<file path="config.mk">
export PLATFORM = sky130hd
export DESIGN_NAME = cpu_bus_top
export DESIGN_NICKNAME = d
export VERILOG_FILES = /design/src/source/bus_pkg.sv /design/src/source/cpu_pkg.sv /design/src/source/bus_deserializer.sv /design/src/source/bus_sequencer.sv /design/src/source/bus_serializer.sv /design/src/source/cpu_bus_top.sv /design/src/source/cpu_core.sv
export VERILOG_INCLUDE_DIRS = /design/src /design/src/source
export SDC_FILE = /design/constraint.sdc
export NUM_CORES = 1
export LEC_CHECK = 0
export ABC_AREA = 1
export BUFFER_PORTS_ARGS = -buffer_cell sky130_fd_sc_hd__buf_4
export CORE_ASPECT_RATIO = 0.5
export CORE_MARGIN = 2
export CORE_UTILIZATION = 50
export DETAILED_ROUTE_END_ITERATION = 8
export GPL_TIMING_DRIVEN = 0
export PLACE_DENSITY = 0.73
export SLEW_MARGIN = 20
export SYNTH_ARGS = -nofsm -noshare
export SYNTH_HDL_FRONTEND = slang
export SYNTH_HIERARCHICAL = 1
export SYNTH_SLANG_ARGS = --single-unit
</file>
<file path="constraint.sdc">
create_clock -name clk -period 3.35 [get_ports clk]
set_input_delay 0.67 -clock clk [delete_from_list [all_inputs] [get_ports clk]]
set_output_delay 0.67 -clock clk [all_outputs]
set_load 0.02 [all_outputs]
</file>
<file path="src/source/cpu_bus_defines.svh">
/*
 * Bus frame timing and processor reset constants
 */
`ifndef CPU_BUS_DEFINES_SVH
`define CPU_BUS_DEFINES_SVH

// One bus transaction per frame
`define BUS_FRAME_LEN      10
`define BUS_PHASE_CTRL     5   // Control byte with the write flag
`define BUS_PHASE_RD_FIRST 6   // Read bytes sampled from here to the frame end

// First fetch address after reset
`define CPU_RESET_PC       0

`endif

</file>
<file path="src/source/bus_pkg.sv">
/*
 * Bus package: pin byte, frame phase and byte lane types
 */
`default_nettype none

package bus_pkg;

  // One byte as it appears on the narrow pins
  typedef logic [7:0] pin_byte_t;

  // Phase number inside a frame
  typedef logic [3:0] bus_phase_t;

  // Byte lane inside a 32-bit word, 0 is least significant
  typedef logic [1:0] byte_slot_t;

endpackage : bus_pkg

`default_nettype wire

</file>
<file path="src/source/cpu_pkg.sv">
/*
 * Processor package: word types, instruction opcodes and core states
 */
`default_nettype none

package cpu_pkg;

  typedef logic [31:0] word_t;
  typedef logic [31:0] addr_t;   // Word address

  // Instruction bits 31 to 28, the operand sits in bits 27 to 0
  typedef enum logic [3:0] {
    op_nop   = 4'h0,
    op_load  = 4'h1,   // acc takes mem[operand]
    op_add   = 4'h2,   // acc takes acc plus mem[operand]
    op_store = 4'h3,   // mem[operand] takes acc
    op_jump  = 4'h4,
    op_jz    = 4'h5    // Branch when acc is zero
  } opcode_t;

  // What the bus frame in flight is doing
  typedef enum logic [1:0] {
    st_start = 2'd0,   // No fetch issued yet
    st_fetch = 2'd1,   // Instruction read
    st_load  = 2'd2,   // Operand read
    st_store = 2'd3    // Operand write
  } core_state_t;

endpackage : cpu_pkg

`default_nettype wire

</file>
<file path="src/source/bus_deserializer.sv">
/*
 * Read deserializer: gathers the four read bytes of a frame into a word
 */
`timescale 1ns/1ps
`default_nettype none

`include "cpu_bus_defines.svh"

module bus_deserializer (
  input  logic                clk,
  input  logic                rst,
  input  bus_pkg::bus_phase_t phase,
  input  bus_pkg::pin_byte_t  bus_data_rd,
  output cpu_pkg::word_t      read_word
);
  import bus_pkg::*;

  logic       sample;
  byte_slot_t slot;

  assign sample = (phase >= bus_phase_t'(`BUS_PHASE_RD_FIRST)) &&
                  (phase <  bus_phase_t'(`BUS_PHASE_RD_FIRST + 4));
  assign slot   = byte_slot_t'(phase - bus_phase_t'(`BUS_PHASE_RD_FIRST));   // LSB first

  always_ff @(posedge clk) begin
    if (rst) begin
      read_word <= '0;
    end else if (sample) begin
      read_word[{slot, 3'b000} +: 8] <= bus_data_rd;
    end
  end

endmodule : bus_deserializer

`default_nettype wire

</file>
<file path="src/source/bus_sequencer.sv">
/*
 * Frame sequencer: counts bus phases, steps the processor once per frame
 * and marks each frame start with a sync pulse
 */
`timescale 1ns/1ps
`default_nettype none

`include "cpu_bus_defines.svh"

module bus_sequencer (
  input  logic                clk,
  input  logic                rst,
  output bus_pkg::bus_phase_t phase,
  output logic                cpu_step,
  output logic                frame_sync
);
  import bus_pkg::*;

  logic last_phase;

  assign last_phase = (phase == bus_phase_t'(`BUS_FRAME_LEN - 1));
  assign cpu_step   = (phase == '0);   // Processor advances in phase 0

  always_ff @(posedge clk) begin
    if (rst) begin
      phase      <= '0;
      frame_sync <= 1'b0;
    end else begin
      if (last_phase) begin
        phase <= '0;
      end else begin
        phase <= phase + 1'b1;
      end
      frame_sync <= cpu_step;            // High while address byte 0 is out
    end
  end

endmodule : bus_sequencer

`default_nettype wire

</file>
<file path="src/source/bus_serializer.sv">
/*
 * Pin serializer: puts address, write-data and control bytes on the
 * 8-bit pins, one byte per frame phase
 */
`timescale 1ns/1ps
`default_nettype none

`include "cpu_bus_defines.svh"

module bus_serializer (
  input  logic                clk,
  input  logic                rst,
  input  bus_pkg::bus_phase_t phase,
  input  cpu_pkg::addr_t      bus_address,
  input  cpu_pkg::word_t      write_data,
  input  logic                write_en,
  output bus_pkg::pin_byte_t  bus_addr,
  output bus_pkg::pin_byte_t  bus_data_wr,
  output bus_pkg::pin_byte_t  bus_data_oe
);
  import bus_pkg::*;

  bus_phase_t phase_nxt;
  byte_slot_t lane;        // Byte lane shown during this cycle
  logic       word_slot;   // Phases 1 to 4
  logic       ctrl_slot;

  // The pins show the byte of the phase the counter holds in that cycle
  assign phase_nxt = (phase == bus_phase_t'(`BUS_FRAME_LEN - 1)) ? '0 : phase + 1'b1;

  always_ff @(posedge clk) begin
    if (rst) begin
      lane      <= '0;
      word_slot <= 1'b0;
      ctrl_slot <= 1'b0;
    end else begin
      lane      <= byte_slot_t'(phase_nxt - 1'b1);
      word_slot <= (phase_nxt != '0) && (phase_nxt < bus_phase_t'(`BUS_PHASE_CTRL));
      ctrl_slot <= (phase_nxt == bus_phase_t'(`BUS_PHASE_CTRL));
    end
  end

  // Core outputs are stable for the frame, only the lane steps
  assign bus_addr    = word_slot ? bus_address[{lane, 3'b000} +: 8]
                     : ctrl_slot ? pin_byte_t'(write_en)
                     : '0;
  assign bus_data_wr = (word_slot && write_en) ? write_data[{lane, 3'b000} +: 8] : '0;
  assign bus_data_oe = {8{word_slot & write_en}};   // Drive only write-data bytes

endmodule : bus_serializer

`default_nettype wire

</file>
<file path="src/source/cpu_bus_top.sv">
/*
 * Processor with its memory bus serialized over 8-bit pins
 */
`timescale 1ns/1ps
`default_nettype none

module cpu_bus_top (
  input  logic               clk,
  input  logic               rst,
  input  bus_pkg::pin_byte_t bus_data_rd,
  output bus_pkg::pin_byte_t bus_addr,
  output bus_pkg::pin_byte_t bus_data_wr,
  output bus_pkg::pin_byte_t bus_data_oe,
  output logic               frame_sync
);
  import bus_pkg::*;
  import cpu_pkg::*;

  bus_phase_t phase;
  logic       cpu_step;
  addr_t      bus_address;
  word_t      write_data;
  logic       write_en;
  word_t      read_word;   // Previous frame's read data

  bus_sequencer u_sequencer (
    .clk        (clk),
    .rst        (rst),
    .phase      (phase),
    .cpu_step   (cpu_step),
    .frame_sync (frame_sync)
  );

  cpu_core u_core (
    .clk         (clk),
    .rst         (rst),
    .cpu_step    (cpu_step),
    .read_word   (read_word),
    .bus_address (bus_address),
    .write_data  (write_data),
    .write_en    (write_en)
  );

  bus_serializer u_serializer (
    .clk         (clk),
    .rst         (rst),
    .phase       (phase),
    .bus_address (bus_address),
    .write_data  (write_data),
    .write_en    (write_en),
    .bus_addr    (bus_addr),
    .bus_data_wr (bus_data_wr),
    .bus_data_oe (bus_data_oe)
  );

  bus_deserializer u_deserializer (
    .clk         (clk),
    .rst         (rst),
    .phase       (phase),
    .bus_data_rd (bus_data_rd),
    .read_word   (read_word)
  );

endmodule : cpu_bus_top

`default_nettype wire

</file>
<file path="src/source/cpu_core.sv">
/*
 * Accumulator processor: one fetch, load or store per bus frame,
 * advancing only on the frame step strobe
 */
`timescale 1ns/1ps
`default_nettype none

`include "cpu_bus_defines.svh"

module cpu_core (
  input  logic           clk,
  input  logic           rst,
  input  logic           cpu_step,
  input  cpu_pkg::word_t read_word,
  output cpu_pkg::addr_t bus_address,
  output cpu_pkg::word_t write_data,
  output logic           write_en
);
  import cpu_pkg::*;

  core_state_t state;
  core_state_t state_nxt;
  addr_t       pc;
  addr_t       pc_nxt;
  addr_t       pc_inc;
  addr_t       addr_nxt;
  word_t       acc;
  word_t       acc_nxt;
  logic        we_nxt;
  logic        add_pending;   // Operand read feeds an add
  opcode_t     opcode;
  addr_t       operand;

  assign opcode  = opcode_t'(read_word[31:28]);
  assign operand = {4'b0000, read_word[27:0]};
  assign pc_inc  = pc + 1'b1;

  always_comb begin
    state_nxt = st_fetch;   // Every other path ends in a fetch
    pc_nxt    = pc;
    addr_nxt  = pc;
    we_nxt    = 1'b0;
    acc_nxt   = acc;
    case (state)
      st_fetch: begin
        pc_nxt   = pc_inc;
        addr_nxt = pc_inc;
        case (opcode)
          op_load, op_add: begin
            state_nxt = st_load;
            addr_nxt  = operand;
          end
          op_store: begin
            state_nxt = st_store;
            addr_nxt  = operand;
            we_nxt    = 1'b1;
          end
          op_jump: begin
            pc_nxt   = operand;
            addr_nxt = operand;
          end
          op_jz: begin
            if (acc == '0) begin
              pc_nxt   = operand;
              addr_nxt = operand;
            end
          end
          default: ;   // Undefined codes run as nop
        endcase
      end
      st_load: acc_nxt = add_pending ? acc + read_word : read_word;
      default: ;
    endcase
  end

  always_ff @(posedge clk) begin
    if (rst) begin
      state    <= st_start;
      pc       <= `CPU_RESET_PC;
      acc      <= '0;
      write_en <= 1'b0;
    end else if (cpu_step) begin
      state    <= state_nxt;
      pc       <= pc_nxt;
      acc      <= acc_nxt;
      write_en <= we_nxt;
    end
  end

  always_ff @(posedge clk) begin
    if (cpu_step) begin
      bus_address <= addr_nxt;
      write_data  <= acc;   // Only driven out in store frames
      if (state == st_fetch) begin
        add_pending <= (opcode == op_add);
      end
    end
  end

endmodule : cpu_core

`default_nettype wire

</file>
==> results.yml, run 1 <==
timing:
  fin_crit_sh: 0.919
  final.setup.tns_ns: 0
  hold_viol_final: 0
  rsz0062_at_grt: "false"
  slew_violations: 0
  tightest_slew_ns: 0.794
  slew_headroom: 0.470
  max_freq_mhz: 325
  fin_skew_ns: 0.0131
  setup_viol: 0
  period_minus_slack_ns: 3.08
synth:
  yosys.area_share.simple: 0.287
  syn_area_um2: 12000
  avgSynthCellArea_um2: 6.61
  synth_top_family_by_area: "simple AND/OR/NAND/NOR gates"
  synth-main-ff-cell: "dfxtp_1"
  synth_xor_area_frac: 0.0333
  synthArstFlopShare: 0
  synth_top_area_cell: "dfxtp_1"
  yosysSeqAreaShare: 0.342
  synth.ff_latch_count: 173
  synthMuxAreaShare: 0
  synthCells: 1816
  synth_cell_types: 50
  syn-num-nets: 1868
  yosysWarnings: 6
  netlist.area_leader.share: 0.180
  synth_edf_count: 65
  synth_top_cells_by_area: "dfxtp_1 (18%), edfxtp_1 (16%), nand2_1 (13%)"
  synth_compound_area_frac: 0.179
  synth_fa_ha_area_frac: 0.0444
pwr:
  swShare: 0.293
  leakagePower_nw: 5.86
  peakVddDrop_uv: 333
  p_int_w: 0.00375
  total_power_w: 0.00531
  power.switching_w: 0.00156
  p_per_area_nw_per_um2: 400
  p_clk_frac: 0.369
  seq_power_share: 0.470
  power.combinational.fraction: 0.160
routing:
  drtIter0Drc: 1733
  wire_per_inst_um: 18.2
  wl_um: 40000
  drc: 0
  detail_route.vias_per_cell: 5.56
  drtPass1Iterations: 7
  drtAntennaViolNets: 0
  vias: 12200
setup_path:
  crit_top_cell: "inv_1"
  r2r_cells: 10
  crit_family: "buffers and inverters"
  crit_required_ns: 3.68
  path_max_fanout: 36
  end_kind: "register"
  critPathBufInv: 5
  reg2reg_to: "u_core/pc[4]"
  cp_cell_sequence: "inv_1, ha_1, nand3_1, inv_4, buf_12, inv_1, nor2_2, clkinv_1, a221oi_1, a21oi_1"
  r2r_start: "u_sequencer/phase[0]"
  worst-path-stages: 10
  crit_end: "u_core/pc[4]"
  startpoint: "u_sequencer/phase[0]"
  ff2ff_setup_slack_ns: 0.27
  crit_path_top_delay_cell: "dfxtp_1"
  critPathKind: "reg -> reg"
  critPathMaxStageDelay_ns: 0.56
  startpoint_type: "register"
  crit_arrival_ns: 3.41
outcome:
  status: "finished, final reports clean"
placement:
  dp_hpwl_um: 31100
  port_buffers: 34
  gp_congestion: 1.00
cts:
  htreeDepth: 4
  cts-hold-fix-buffers: 0
  cts_resized: 0
  postCtsSetupRepairBufs: 0
  cts_buffer_depth: 2
  cts_buffers: 17
  cts_tree: "done"
  clock-root-buffer: "clkbuf_16"
  cts.sinks: 173
  clk_pin_slew_ns: 0.07
  clk_latency_ns: 0.46
job:
  drv_cap: 0
global_routing:
  grt_pass1_wl_um: 61200
  grt.overflow.total: 0
  grt_start_max_net_pins: 37
  grt_pass1_vias: 11000
  track_usage: 0.321
  antenna_found_initial: 0
finish:
  area_growth_pct: 10.4
  final_layout_size_suffix_gt1_frac: 0.0823
  diodes: 0
  multi_input_area_um2: 6530
  final_nets: 1922
  final_util: 0.558
  fill_cells: 2316
  register_area_um2: 4110
floorplan:
  io_pins: 35
  start_util: 0.505
  core_um2: 23800
  die_w_um: 223
  rows: 40
  die_area_um2: 25400
  dieHeight_um: 114
worst_hold_path:
  holdCritPathClass: "reg -> reg"
sequential cells by signal, indices dropped and copies added, names as in the netlist, 2 cells and up:
| name | flops |
|---|---|
| u_core/state | 2 |
| u_core/pc | 32 |
| u_core/acc | 32 |
| u_deserializer/read_word | 32 |
| u_sequencer/phase | 4 |
| u_core/write_data | 32 |
| u_serializer/lane | 2 |
| u_core/bus_address | 32 |
final cells by class:
| class | count | share of cell area |
|---|---|---|
| clock inverter | 8 | 0.00623 |
| buffer | 76 | 0.0323 |
| tap | 315 | 0.0297 |
| inverter | 248 | 0.0712 |
| timing repair buffer | 35 | 0.0208 |
| multi-input combinational | 1319 | 0.492 |
| clock buffer | 24 | 0.0371 |
| sequential | 173 | 0.310 |
logic make-up (layout without fill, tap and decap cells):
kind of cell,Yosys count,count (layout)
buffers and inverters,324,391
adder cells (fa/ha/maj),42,42
XOR/XNOR,44,44
AO/OA/AOI/OAI,408,408
flip-flops,173,173
AND/OR/NAND/NOR,825,825
how the worst min path moves through the flow:
stage,startpoint,end,slack [ns],cells past startpoint
floorplan,u_core/acc[0],u_core/write_data[0],0.45,0
global placement,u_core/write_en,u_core/write_en,0.49,2
detailed placement,u_core/write_en,u_core/write_en,0.48,2
CTS,u_core/write_en,u_core/write_en,0.50,2
global route,u_core/acc[0],u_core/write_data[0],0.52,0
finish,u_core/write_en,u_core/write_en,0.50,2
stage by stage:
step           instance area, µm²  hold WS (ns)  setup WS [ns]  instances
6_report                    13300         0.499          0.272       2198
5_1_grt                     13300         0.519         0.0134       2198
4_1_cts                     13300         0.495          0.321       2198
3_5_place_dp                12700         0.485          0.327       2166
3_3_place_gp                12700         0.486          -1.14       2165
2_1_floorplan               12000         0.452         0.0368       1816
worst reg2reg max path, cell delays in order (launching register included):
cell,delay [ns]
dfxtp_1,0.56
inv_1,0.15
ha_1,0.16
nand3_1,0.21
inv_4,0.38
buf_12,0.28
inv_1,0.14
nor2_2,0.23
clkinv_1,0.37
a221oi_1,0.36
a21oi_1,0.11
cell usage after synthesis, types with 2 or more instances:
cell / number
a211oi_1: 3
a21oi_1: 230
a221oi_1: 7
a22oi_1: 4
a31oi_1: 2
and2_1: 3
buf_2: 20
buf_4: 9
buf_6: 6
clkbuf_1: 37
clkinv_1: 2
dfxtp_1: 108
edfxtp_1: 65
ha_1: 41
inv_1: 234
inv_2: 9
inv_4: 2
nand2_1: 431
nand2_2: 11
nand3_1: 91
nand4_1: 16
nor2_1: 235
nor2_2: 12
nor2_4: 2
nor3_1: 8
nor3_2: 6
nor3_4: 2
nor4_1: 4
o211ai_1: 15
o21ai_0: 104
o21ai_1: 33
o21bai_1: 4
o221ai_1: 2
o22ai_1: 2
xnor2_1: 9
xor2_1: 33
power groups by stage:
stage | clock network, W | logic (W) | registers, W
finish | 0.00196 | 0.000851 | 0.00249
global route | 0.00206 | 0.000938 | 0.00251
CTS | 0.00199 | 0.000826 | 0.00249
detailed placement | 0 | 0.000821 | 0.00254
global placement | 0 | 0.000805 | 0.00254
floorplan | 0 | 0.000568 | 0.00250
placed cells by master, fill, tap and decap left out, types with 7 or more instances in the layout:
master and n:
o211ai_1 15, nand4_1 16, a21oi_1 230, buf_4 43, nor2_2 12, edfxtp_1 65
xnor2_1 9, inv_1 233, nand2_2 11, clkbuf_1 40, ha_1 41, nand3_1 91
o21ai_0 104, a221oi_1 7, nor3_1 8, xor2_1 33, nand2_1 431, o21ai_1 33
dfxtp_1 108, inv_2 9, nor2_1 235, clkbuf_16 17, buf_2 20
layer usage:
layer  vias up  global-route usage  part of all wire
met5         -                   0                 0
met4         0               0.119             0.027
met3        67              0.0814              0.11
met2       646               0.470              0.41
met1      5498               0.457              0.45
li1       6019                   -                 -
Note: power is estimated with default switching activity, not from simulation.
==> run 2, diff against run 1 <==
--- a/config.mk
+++ b/config.mk
@@ -17,5 +17,4 @@
 export SLEW_MARGIN = 20
 export SYNTH_ARGS = -nofsm -noshare
 export SYNTH_HDL_FRONTEND = slang
-export SYNTH_HIERARCHICAL = 1
 export SYNTH_SLANG_ARGS = --single-unit
==> run 2 against run 1 <==
Maximum frequency down 2.8%. First-iteration DRC count is 0.87% lower. Clock-buffer cell count fell by 6. Synthesized cell count decreased by 6.1%. Routed wire length decreased by 1.9%. Total power is 1.3% lower. Die area is 3.7% lower.
==> results.yml, run 2 <==
synth:
  synthTopCellsByCount: "nand2_1 (386), nor2_1 (207), inv_1 (202)"
  synth-main-ff-cell: "dfxtp_1"
  avgSynthCellArea_um2: 6.77
  synth_cell_types: 50
  synth.ff_latch_count: 173
  synth_top_area_cell: "dfxtp_1"
  netlist.area_leader.share: 0.187
  synth_edf_count: 65
  synthArstFlopShare: 0
  syn-num-nets: 1758
  yosysSeqAreaShare: 0.356
  synth_most_common_cell: "nand2_1"
  syn_area_um2: 11600
  yosysWarnings: 0
  synth_top_cells_by_area: "dfxtp_1 (19%), edfxtp_1 (17%), nand2_1 (13%)"
  synthCells: 1706
routing:
  wire_per_inst_um: 18.9
  vias: 12000
  drtPass1Iterations: 8
  drc: 0
  wl_um: 39300
  drtIter0Drc: 1718
  drtAntennaViolNets: 0
  detail_route.vias_per_cell: 5.77
setup_path:
  crit_arrival_ns: 2.50
  end_kind: "output port"
  startpoint_type: "register"
  crit_required_ns: 2.68
  path_max_fanout: 10
  critPathKind: "reg -> out"
  ff2ff_setup_slack_ns: 0.27
floorplan:
  io_pins: 35
  dieHeight_um: 111
  rows: 39
  die_w_um: 219
  die_area_um2: 24400
  core_um2: 22700
  start_util: 0.508
global_routing:
  grt_use_met2: 0.485
  grt_pass1_wl_um: 60900
  grt_start_max_net_pins: 19
  antenna_found_initial: 0
  grt.overflow.total: 0
  track_usage: 0.327
  gr-usage-met1: 0.478
  met3_usage: 0.0672
  grt_pass1_vias: 10800
  busiest_layer: "met2"
finish:
  diodes: 0
  final_nets: 1815
  final_layout_size_suffix_gt1_frac: 0.0873
  register_area_um2: 4120
  area_growth_pct: 12.5
  mostFrequentLayoutCells: "nand2_1 (386), nor2_1 (207), inv_1 (198)"
  fill_cells: 2231
  multi_input_area_um2: 6370
  final_common_cell: "nand2_1"
timing:
  fin_skew_ns: 0.00942
  period_minus_slack_ns: 3.17
  setup_viol: 0
  slew_violations: 0
  whs_ns: 0.468
  rsz0062_at_grt: "false"
  slew_headroom: 0.492
  max_freq_mhz: 316
  hold_viol_final: 0
  fin_crit_sh: 0.945
  tightest_slew_ns: 0.762
job:
  drv_cap: 0
pwr:
  p_per_area_nw_per_um2: 403
  total_power_w: 0.00524
  peakVddDrop_uv: 336
  leakagePower_nw: 5.67
cts:
  clk_latency_ns: 0.45
  postCtsSetupRepairBufs: 0
  cts_tree: "done"
  clock-root-buffer: "clkbuf_16"
  cts_resized: 0
  clk_pin_slew_ns: 0.07
  cts-hold-fix-buffers: 0
  cts_buffers: 17
  htreeDepth: 4
  cts_buffer_depth: 2
  cts.sinks: 173
outcome:
  status: "finished, final reports clean"
placement:
  gp_congestion: 1.01
  port_buffers: 34
  dp_hpwl_um: 30500
worst_hold_path:
  holdCritPathClass: "reg -> reg"
==> run 2: area by class of cell <==
type	instances	area share
plain buffers	77	0.0324
clock buffers	18	0.0330
clock inverters	13	0.0100
inverters	215	0.0621
multi-input cells	1241	0.490
flip-flops and latches	173	0.317
well taps	307	0.0296
repair buffers	38	0.0259
==> run 2: critical path, stage by stage, from the launching register on <==
cell and delay (ns):
dfxtp_1 0.31, clkbuf_1 0.37, inv_1 0.27, clkbuf_1 0.37, nor2_1 0.18, o21ai_0 0.14, a21oi_1 0.24, buf_4 0.18
==> run 2: logic make-up (layout without fill, tap and decap cells) <==
logic type / count (synthesis) / in the layout / share of synthesized area
adder cells (fa/ha/maj): 42 / 42 / 0.0461
XOR/XNOR: 39 / 39 / 0.0309
flip-flops: 173 / 173 / 0.356
AND/OR/NAND/NOR: 723 / 723 / 0.257
AO/OA/AOI/OAI: 437 / 437 / 0.210
buffers and inverters: 292 / 361 / 0.100
==> run 2: final timing paths <==
check / startpoint / to / cells after the start
setup / recovery: u_serializer.lane[1] / bus_data_wr[3] / 7
hold / removal: u_core.pc[30] / u_core.pc[30] / 2
setup reg to reg: u_sequencer.phase[0] / u_core.pc[18] / 11
hold reg to reg: u_core.pc[30] / u_core.pc[30] / 2
==> run 2: per-stage QoR <==
stage / TNS (ns) / instances / setup WS (ns) / instance area (µm²) / util
after floorplan: -13.99 / 1706 / -0.286 / 11700 / -
after global routing: 0 / 2082 / 0.0476 / 13000 / 0.571
after CTS: 0 / 2082 / 0.206 / 13000 / 0.571
final: 0 / 2082 / 0.184 / 13000 / 0.571
after detailed placement: 0 / 2051 / 0.353 / 12400 / 0.547
after global placement: -105.59 / 2047 / -1.49 / 12400 / 0.543
==> run 2: where the power goes <==
group          internal (W)  switching, W
combinational      0.000258      0.000556
sequential          0.00237      0.000108
clock               0.00104      0.000910
==> run 2: layer usage <==
metal  share of wire  vias to the layer above
li1                -                     5780
met1            0.44                     5443
met2            0.41                      704
met3            0.12                       91
met4           0.030                        0
met5               0                        -
